### src/rtl/jt900h_pkg.sv
//##################################################
// jt900h indexed addressing package
// widths, mode codes and the structs shared by the
// fetch, prefetch and addresser blocks
//##################################################

package jt900h_pkg;

    // address and queue sizes
    localparam int ADDR_W    = 24;
    localparam int BUF_DEPTH = 8;
    localparam int BUF_PTR_W = $clog2(BUF_DEPTH);

    // index register bank
    localparam int NREGS     = 8;
    localparam int REG_SEL_W = $clog2(NREGS);

    // mode code in the top bits of the mode byte
    localparam int MODE_W = 3;

    // codes 0, 6 and 7 are undefined and get skipped as one byte
    localparam logic [MODE_W-1:0] MODE_RIND  = 3'd1;
    localparam logic [MODE_W-1:0] MODE_RDISP = 3'd2;
    localparam logic [MODE_W-1:0] MODE_RPINC = 3'd3;
    localparam logic [MODE_W-1:0] MODE_ABS16 = 3'd4;
    localparam logic [MODE_W-1:0] MODE_ABS24 = 3'd5;

    // register modes: code, index register, post-increment step
    typedef struct packed {
        logic [MODE_W-1:0]    mode;
        logic [REG_SEL_W-1:0] rsel;
        // 0 -> 1, 1 -> 2, 2 -> 4
        logic [1:0]           step;
    } idx_mode_reg_t;

    // absolute modes carry the operand in the following bytes
    typedef struct packed {
        logic [MODE_W-1:0] mode;
        logic [4:0]        rsvd;
    } idx_mode_abs_t;

    typedef union packed {
        idx_mode_reg_t reg_view;
        idx_mode_abs_t abs_view;
    } idx_mode_u;

    // one addressing result
    typedef struct packed {
        logic [ADDR_W-1:0] addr;
        logic [MODE_W-1:0] mode;
        // bytes taken from the queue, 1 to 4
        logic [2:0]        len;
    } idx_res_t;

    // external index register load
    typedef struct packed {
        logic                 we;
        logic [REG_SEL_W-1:0] sel;
        logic [ADDR_W-1:0]    data;
    } reg_wr_t;

endpackage
### src/rtl/jt900h_idx_top.sv
//##################################################
// jt900h operand address path
// fetch, prefetch queue and indexed addresser
//##################################################

`timescale 1ns/1ps

module jt900h_idx_top import jt900h_pkg::*; (
    input  logic              clk,
    input  logic              rst_n,
    input  logic              cen,

    // jump
    input  logic              pc_we,
    input  logic [ADDR_W-1:0] pc_din,

    // program RAM
    output logic [ADDR_W-1:0] ram_addr,
    input  logic [15:0]       ram_dout,

    input  reg_wr_t           reg_wr,

    output logic              idx_ok,
    output idx_res_t          idx_res
);

// fetch to queue
logic        push;
logic [15:0] push_data;
logic [3:0]  free;

// queue to addresser
logic [31:0] win;
logic [3:0]  count;
logic        pop;
logic [2:0]  pop_n;

jt900h_ramctl u_ramctl (
    .clk        ( clk       ),
    .rst_n      ( rst_n     ),
    .cen        ( cen       ),
    .pc_we      ( pc_we     ),
    .pc_din     ( pc_din    ),
    .free       ( free      ),
    .ram_addr   ( ram_addr  ),
    .ram_dout   ( ram_dout  ),
    .push       ( push      ),
    .push_data  ( push_data )
);

// a jump empties the queue
jt900h_opbuf u_opbuf (
    .clk        ( clk       ),
    .rst_n      ( rst_n     ),
    .cen        ( cen       ),
    .flush      ( pc_we     ),
    .push       ( push      ),
    .push_data  ( push_data ),
    .pop        ( pop       ),
    .pop_n      ( pop_n     ),
    .win        ( win       ),
    .count      ( count     ),
    .free       ( free      )
);

jt900h_idxaddr u_idxaddr (
    .clk        ( clk       ),
    .rst_n      ( rst_n     ),
    .cen        ( cen       ),
    .flush      ( pc_we     ),
    .win        ( win       ),
    .count      ( count     ),
    .pop        ( pop       ),
    .pop_n      ( pop_n     ),
    .reg_wr     ( reg_wr    ),
    .idx_ok     ( idx_ok    ),
    .idx_res    ( idx_res   )
);

endmodule

### src/rtl/jt900h_idxaddr.sv
//##################################################
// jt900h indexed memory addresser
// decodes addressing bytes from the prefetch window,
// keeps the index registers, emits 24-bit addresses
//##################################################

`timescale 1ns/1ps

module jt900h_idxaddr import jt900h_pkg::*; (
    input  logic        clk,
    input  logic        rst_n,
    input  logic        cen,
    input  logic        flush,

    // prefetch window
    input  logic [31:0] win,
    input  logic [3:0]  count,
    output logic        pop,
    output logic [2:0]  pop_n,

    // index register load
    input  reg_wr_t     reg_wr,

    output logic        idx_ok,
    output idx_res_t    idx_res
);

logic [ADDR_W-1:0]    regs [NREGS];

idx_mode_u            mbyte;
logic [MODE_W-1:0]    mode;
logic [REG_SEL_W-1:0] rsel;
logic [ADDR_W-1:0]    rval;
logic [ADDR_W-1:0]    step_val;
logic [ADDR_W-1:0]    ea;
logic [2:0]           need_len;
logic                 known;
logic                 accept;

assign mbyte = win[7:0];

// the code is at the same place in both views
assign mode  = mbyte.abs_view.mode;
assign rsel  = mbyte.reg_view.rsel;
assign rval  = regs[rsel];

// bytes needed, mode byte included
always_comb begin
    known = 1'b1;
    case (mode)
        MODE_RIND, MODE_RPINC: begin
            need_len = 3'd1;
        end
        MODE_RDISP: begin
            need_len = 3'd2;
        end
        MODE_ABS16: begin
            need_len = 3'd3;
        end
        MODE_ABS24: begin
            need_len = 3'd4;
        end
        default: begin
            // skip the stray byte
            need_len = 3'd1;
            known    = 1'b0;
        end
    endcase
end

// step code 3 is reserved and acts as 4
always_comb begin
    case (mbyte.reg_view.step)
        2'd0:    step_val = ADDR_W'(1);
        2'd1:    step_val = ADDR_W'(2);
        default: step_val = ADDR_W'(4);
    endcase
end

// operands follow the mode byte little-endian
always_comb begin
    case (mode)
        MODE_RDISP: ea = rval + {{(ADDR_W-8){win[15]}}, win[15:8]};
        MODE_ABS16: ea = {{(ADDR_W-16){1'b0}}, win[23:8]};
        MODE_ABS24: ea = win[31:8];
        default:    ea = rval;
    endcase
end

// nothing is taken while the queue is being flushed
assign accept = cen & ~flush & ({1'b0, need_len} <= count);
assign pop    = accept;
assign pop_n  = need_len;

// index registers
always_ff @(posedge clk) begin
    if (!rst_n) begin
        for (int i = 0; i < NREGS; i++) begin
            regs[i] <= '0;
        end
    end else if (cen) begin
        if (accept && mode == MODE_RPINC) begin
            regs[rsel] <= rval + step_val;
        end
        // an external load overrides a post-increment to the same register
        if (reg_wr.we) begin
            regs[reg_wr.sel] <= reg_wr.data;
        end
    end
end

always_ff @(posedge clk) begin
    if (!rst_n) begin
        idx_ok <= 1'b0;
    end else if (cen) begin
        idx_ok <= accept & known;
    end
end

// result payload
always_ff @(posedge clk) begin
    if (cen && accept) begin
        idx_res.addr <= ea;
        idx_res.mode <= mode;
        idx_res.len  <= need_len;
    end
end

// a jump must not let an old instruction complete
a_no_ok_after_flush: assert property (
    @(posedge clk) disable iff (!rst_n)
    cen && flush |=> !idx_ok
) else $error("address result issued right after a redirect");

endmodule

### src/rtl/jt900h_opbuf.sv
//##################################################
// jt900h opcode prefetch queue
// byte FIFO with a four-byte lookahead window and a
// variable length pop
//##################################################

`timescale 1ns/1ps

module jt900h_opbuf import jt900h_pkg::*; (
    input  logic        clk,
    input  logic        rst_n,
    input  logic        cen,
    input  logic        flush,

    // from fetch, low byte first
    input  logic        push,
    input  logic [15:0] push_data,

    // from the addresser
    input  logic        pop,
    input  logic [2:0]  pop_n,

    output logic [31:0] win,
    output logic [3:0]  count,
    output logic [3:0]  free
);

logic [7:0]           mem [BUF_DEPTH];
logic [BUF_PTR_W-1:0] rd_ptr;
logic [BUF_PTR_W-1:0] wr_ptr;
logic [3:0]           push_cnt;
logic [3:0]           pop_cnt;

assign push_cnt = push ? 4'd2 : 4'd0;
assign pop_cnt  = pop ? {1'b0, pop_n} : 4'd0;
assign free     = 4'(BUF_DEPTH) - count;

// byte 0 is the oldest one, pointers wrap on their own
always_comb begin
    for (int i = 0; i < 4; i++) begin
        win[8*i +: 8] = mem[rd_ptr + BUF_PTR_W'(i)];
    end
end

// storage
always_ff @(posedge clk) begin
    if (cen && push && !flush) begin
        mem[wr_ptr]                  <= push_data[7:0];
        mem[wr_ptr + BUF_PTR_W'(1)]  <= push_data[15:8];
    end
end

always_ff @(posedge clk) begin
    if (!rst_n) begin
        rd_ptr <= '0;
        wr_ptr <= '0;
        count  <= '0;
    end else if (cen) begin
        if (flush) begin
            rd_ptr <= '0;
            wr_ptr <= '0;
            count  <= '0;
        end else begin
            if (push) begin
                wr_ptr <= wr_ptr + BUF_PTR_W'(2);
            end
            if (pop) begin
                rd_ptr <= rd_ptr + BUF_PTR_W'(pop_n);
            end
            count <= count + push_cnt - pop_cnt;
        end
    end
end

// addresser only takes bytes that are really queued
a_pop_valid: assert property (
    @(posedge clk) disable iff (!rst_n)
    cen && pop |-> {1'b0, pop_n} <= count
) else $error("pop of %0d bytes with only %0d queued", pop_n, count);

endmodule

### src/rtl/jt900h_ramctl.sv
//##################################################
// jt900h program fetch
// reads 16-bit words from program RAM at the fetch
// address and pushes them into the prefetch queue
//##################################################

`timescale 1ns/1ps

module jt900h_ramctl import jt900h_pkg::*; (
    input  logic              clk,
    input  logic              rst_n,
    input  logic              cen,

    // jump from outside
    input  logic              pc_we,
    input  logic [ADDR_W-1:0] pc_din,

    // free bytes in the queue, not counting the word in flight
    input  logic [3:0]        free,

    // program RAM
    output logic [ADDR_W-1:0] ram_addr,
    input  logic [15:0]       ram_dout,

    // to the prefetch queue
    output logic              push,
    output logic [15:0]       push_data
);

logic [ADDR_W-1:0] pc;
logic              inflight;
logic              issue;

// an odd target fetches from the word that holds it
assign ram_addr  = {pc[ADDR_W-1:1], 1'b0};

// RAM data is valid the cen cycle after the read
assign push      = inflight & ~pc_we;
assign push_data = ram_dout;

// room check includes the word that lands this cycle
always_comb begin
    if (pc_we) begin
        issue = 1'b0;
    end else if (inflight) begin
        issue = free >= 4'd4;
    end else begin
        issue = free >= 4'd2;
    end
end

always_ff @(posedge clk) begin
    if (!rst_n) begin
        pc       <= '0;
        inflight <= 1'b0;
    end else if (cen) begin
        if (pc_we) begin
            // redirect drops the outstanding read
            pc       <= pc_din;
            inflight <= 1'b0;
        end else begin
            inflight <= issue;
            if (issue) begin
                pc <= pc + ADDR_W'(2);
            end
        end
    end
end

// the queue must always have space for a returning word
a_push_room: assert property (
    @(posedge clk) disable iff (!rst_n)
    push |-> free >= 4'd2
) else $error("fetch pushed a word into a full prefetch queue");

endmodule

### config.mk
export PLATFORM = sky130hd
export DESIGN_NAME = jt900h_idx_top
export DESIGN_NICKNAME = d
export VERILOG_FILES = /design/src/rtl/jt900h_pkg.sv /design/src/rtl/jt900h_idx_top.sv /design/src/rtl/jt900h_idxaddr.sv /design/src/rtl/jt900h_opbuf.sv /design/src/rtl/jt900h_ramctl.sv
export SDC_FILE = /design/constraint.sdc
export NUM_CORES = 1
export LEC_CHECK = 0
export ABC_CLOCK_PERIOD_IN_PS = 7800
export BUFFER_PORTS_ARGS = -buffer_cell sky130_fd_sc_hd__buf_4
export CAP_MARGIN = 20
export CORE_ASPECT_RATIO = 0.75
export CORE_MARGIN = 2
export CORE_UTILIZATION = 45
export CTS_BUF_LIST = sky130_fd_sc_hd__clkbuf_4
export CTS_CLUSTER_SIZE = 24
export DETAILED_ROUTE_END_ITERATION = 8
export HOLD_SLACK_MARGIN = 0.03
export PLACE_DENSITY = 0.58
export SETUP_SLACK_MARGIN = 0.2
export SYNTH_ARGS = -nofsm -noshare
export SYNTH_HDL_FRONTEND = slang
export SYNTH_SLANG_ARGS = --single-unit
export TNS_END_PERCENT = 10
### constraint.sdc
create_clock -name clk -period 7.8 [get_ports clk]
set_input_delay 1.56 -clock clk [delete_from_list [all_inputs] [get_ports clk]]
set_output_delay 1.56 -clock clk [all_outputs]
set_load 0.05 [all_outputs]
==> results.sh <==
export IMPL_io_pins=127
export IMPL_crit_family="compound AO/OA/AOI/OAI gates"
export IMPL_dp_slack_ps=1510
export IMPL_fmax_mhz=155
export IMPL_cts_resized=0
export IMPL_hold_viol=0
export IMPL_synth_seq_cells=323
export IMPL_final_cell_mix="286 x edfxtp_1, 173 x buf_4, 161 x a22o_1, 151 x nand2_1, 116 x clkbuf_4"
export IMPL_die_x_um=247
export IMPL_clkTransAtPathRegs_ps=80
export IMPL_gp_congestion=0.902
export IMPL_async_reset_ff_frac=0
export IMPL_timing_final_ws_setup_ps=1370
export IMPL_critPathArrivalTime_ps=6990
export IMPL_syn_avg_cell_area_sq_um=11.8
export IMPL_crit_path_max_fanout=17
export IMPL_grt_pass1_vias=14578
export IMPL_timing_final_crit_share=0.825
export IMPL_ys_types=85
export IMPL_antenna_found_initial=3
export IMPL_clk_latency_ps=820
export IMPL_hold_class="reg -> reg"
export IMPL_cts_setup_buffers=0
export IMPL_status="finished, final reports clean"
export IMPL_drive_above_1_share=0.276
export IMPL_cp_num_buf_inv=1
export IMPL_postCtsHoldBufs=0
export IMPL_drv_slew=0
export IMPL_synth_top_cell_area_share=0.432
export IMPL_start_util=0.457
export IMPL_reg2regPathDepth=17
export IMPL_cts_tree="built"
export IMPL_ant_nets=0
export IMPL_cp_start_kind="flip-flop"
export IMPL_synth_top_cell_by_area="edfxtp_1"
export IMPL_drt_iter0_drc=1781
export IMPL_final_common_cell="edfxtp_1"
export IMPL_yosysSeqAreaShare=0.469
export IMPL_syn_to_final_growth_pct=12.3
export IMPL_worstHoldStart="u_opbuf.count[3]$_SDFFE_PN0P_"
export IMPL_finalCriticalPeriod_ps=6430
export IMPL_peakVddDrop_mv=0.0786
export IMPL_ys_flop_type="edfxtp_1"
export IMPL_synth_cells=1691
export IMPL_layout_nets=1911
export IMPL_syn_num_nets=1810
export IMPL_cts_sinks=323
export IMPL_wl_per_cell_um=26.4
export IMPL_crit_path_end_kind="flip-flop"
export IMPL_crit_type="reg -> reg"
export IMPL_grt_max_degree=65
export IMPL_synth_edff_count=286
export IMPL_cts_root_buf="clkbuf_4"
export IMPL_rrSetupSlack_ps=1370
export IMPL_vias=15473
export IMPL_cts_buffers_inserted=85
export IMPL_fp_row_count=66
export IMPL_cp_data_required_time_ps=8360
export IMPL_io_buffers=124
export IMPL_route_detailed_drc=0
export IMPL_setup_tns_ps=0
export IMPL_maxCapViolCount=0
export IMPL_crit_slowest_cell="dfxtp_1"
export IMPL_vias_per_cell=6.37
export IMPL_worstPathCellList="mux2i_1 -> a22oi_1 -> nand2_1 -> nand2_1 -> nor2_1 -> a221oi_1 -> buf_4 -> ha_1 -> a211oi_1 -> o21ai_0 -> a21oi_1 -> o31a_1 -> a211oi_1 -> o311ai_0 -> nor4b_1 -> xnor2_1 -> a21oi_1"
export IMPL_whs_endpoint="u_opbuf.count[3]$_SDFFE_PN0P_"
export IMPL_worstMarginPinSlew_ps=1110
export IMPL_htree_levels=3
export IMPL_yosys_warnings=0
export IMPL_rr_endpoint="u_idxaddr.idx_res[29]$_DFFE_PP_"
export IMPL_grt_pass1_wl_um=94700
export IMPL_fp_dieH_um=186
export IMPL_cts_path_max_buffers=3
export IMPL_p_per_area_nw_per_um2=203
export IMPL_grt_overflow_total=0
export IMPL_rsz0062_at_grt="no"
export IMPL_routed_wl_um=64100
export IMPL_syn_cell_area_sq_um=19900
export IMPL_max_stage_delay_ps=890
export IMPL_holdPathStages=2
export IMPL_dr_pass1_iters=6
export IMPL_dpl_hpwl_um=41200
export IMPL_power_leakage_nw=8.37
export IMPL_setup_viol=0
export IMPL_coreArea_sq_um=43500
export IMPL_track_usage=0.281
export IMPL_synthTopCellsByArea="edfxtp_1 43%, mux4_2 8.4%, a22o_1 7.1%"
export IMPL_relSlewSlack=0.262
export IMPL_die_area_sq_um=45900
export IMPL_finalClockSkew_ps=47.2
where the power goes:
group	internal [mW]	leakage, nW	switching, mW	total, mW
Sequential	1.95	3.15	0.0337	1.99
Clock	0.754	0.616	0.752	1.51
Combinational	0.365	4.60	0.669	1.03
metrics by stage:
step,instance area (sq um),total power [mW],hold WS (ps),utilization,cells
final,22400,4.53,542,0.514,2430
after global routing,22400,4.73,571,0.514,2429
after CTS,22300,4.55,549,0.513,2426
after detailed placement,21300,3.04,536,0.489,2283
after global placement,21300,3.03,517,0.489,2283
after floorplan,19900,2.73,479,-,1691
worst max path at each step:
stage | start | endpoint | slack (ps) | cells past startpoint
detailed placement | flip-flop | u_idxaddr.idx_res[29]$_DFFE_PP_ | 1510 | 16
floorplan | flip-flop | u_opbuf.count[3]$_SDFFE_PN0P_ | 1820 | 21
finish | flip-flop | u_idxaddr.idx_res[29]$_DFFE_PP_ | 1370 | 17
CTS | flip-flop | u_idxaddr.idx_res[29]$_DFFE_PP_ | 1510 | 16
global placement | flip-flop | u_idxaddr.idx_res[29]$_DFFE_PP_ | 1650 | 16
global route | flip-flop | u_idxaddr.idx_res[29]$_DFFE_PP_ | 1090 | 17
final cells by class:
class	instances	area, sq um
flip-flops and latches	323	9330
fillers	3822	21200
repair buffers	173	1300
inverters	39	146
clock buffers	116	871
multi-input cells	1170	9800
well taps	578	723
diodes	4	10.0
clock inverters	27	174
metal layers:
layer | vias to the layer above | part of all wire | routed length [um] | global-route usage
li1 | 6847 | - | - | -
met1 | 7616 | 0.44 | 28300 | 0.415
met2 | 877 | 0.43 | 27400 | 0.407
met3 | 133 | 0.10 | 6620 | 0.0727
met4 | 0 | 0.027 | 1700 | 0.0836
met5 | - | 0 | 0 | 0
cells by family after synthesis:
| family | synth area share |
|---|---|
| xor gates and xnor gates | 0.0235 |
| buffers and inverters | 0.0427 |
| and+or+nand+nor | 0.107 |
| muxes | 0.160 |
| AOI/OAI and AO/OA | 0.167 |
| other | 0.000188 |
| DFF | 0.469 |
| adders and majority gates | 0.0314 |
synth_stat cells, types with 10 or more instances:
| master | instances |
|---|---|
| a21oi_1 | 60 |
| xor2_1 | 14 |
| dfxtp_1 | 37 |
| buf_1 | 34 |
| o21ai_0 | 68 |
| o211ai_1 | 23 |
| nor2b_1 | 20 |
| inv_1 | 35 |
| mux2_2 | 58 |
| a22o_1 | 161 |
| and3_1 | 32 |
| buf_2 | 10 |
| o221a_2 | 10 |
| xnor2_2 | 12 |
| mux4_2 | 74 |
| nor3_1 | 12 |
| and2_1 | 27 |
| nand3_1 | 39 |
| ha_1 | 42 |
| edfxtp_1 | 286 |
| nand4_1 | 20 |
| nand2_1 | 151 |
| mux2i_1 | 81 |
| nor2_1 | 73 |
| a22oi_1 | 17 |
| a21o_1 | 10 |
| clkbuf_1 | 101 |
| xnor2_1 | 17 |
| nor4_1 | 14 |
flip-flops by register name, summed over array words and instances (netlist names), named ones only:
register / flops
u_idxaddr.idx_ok: 1
u_idxaddr.idx_res: 30
u_idxaddr.regs: 192
u_opbuf.count: 4
u_opbuf.mem: 64
u_opbuf.rd_ptr: 3
u_opbuf.wr_ptr: 2
u_ramctl.inflight: 1
u_ramctl.pc: 23
worst min-delay path, stage by stage, from the launching register on:
cell,delay [ps]
dfxtp_1,360
nand2_1,70
a21boi_0,70
(Power assumes the default switching activity.)
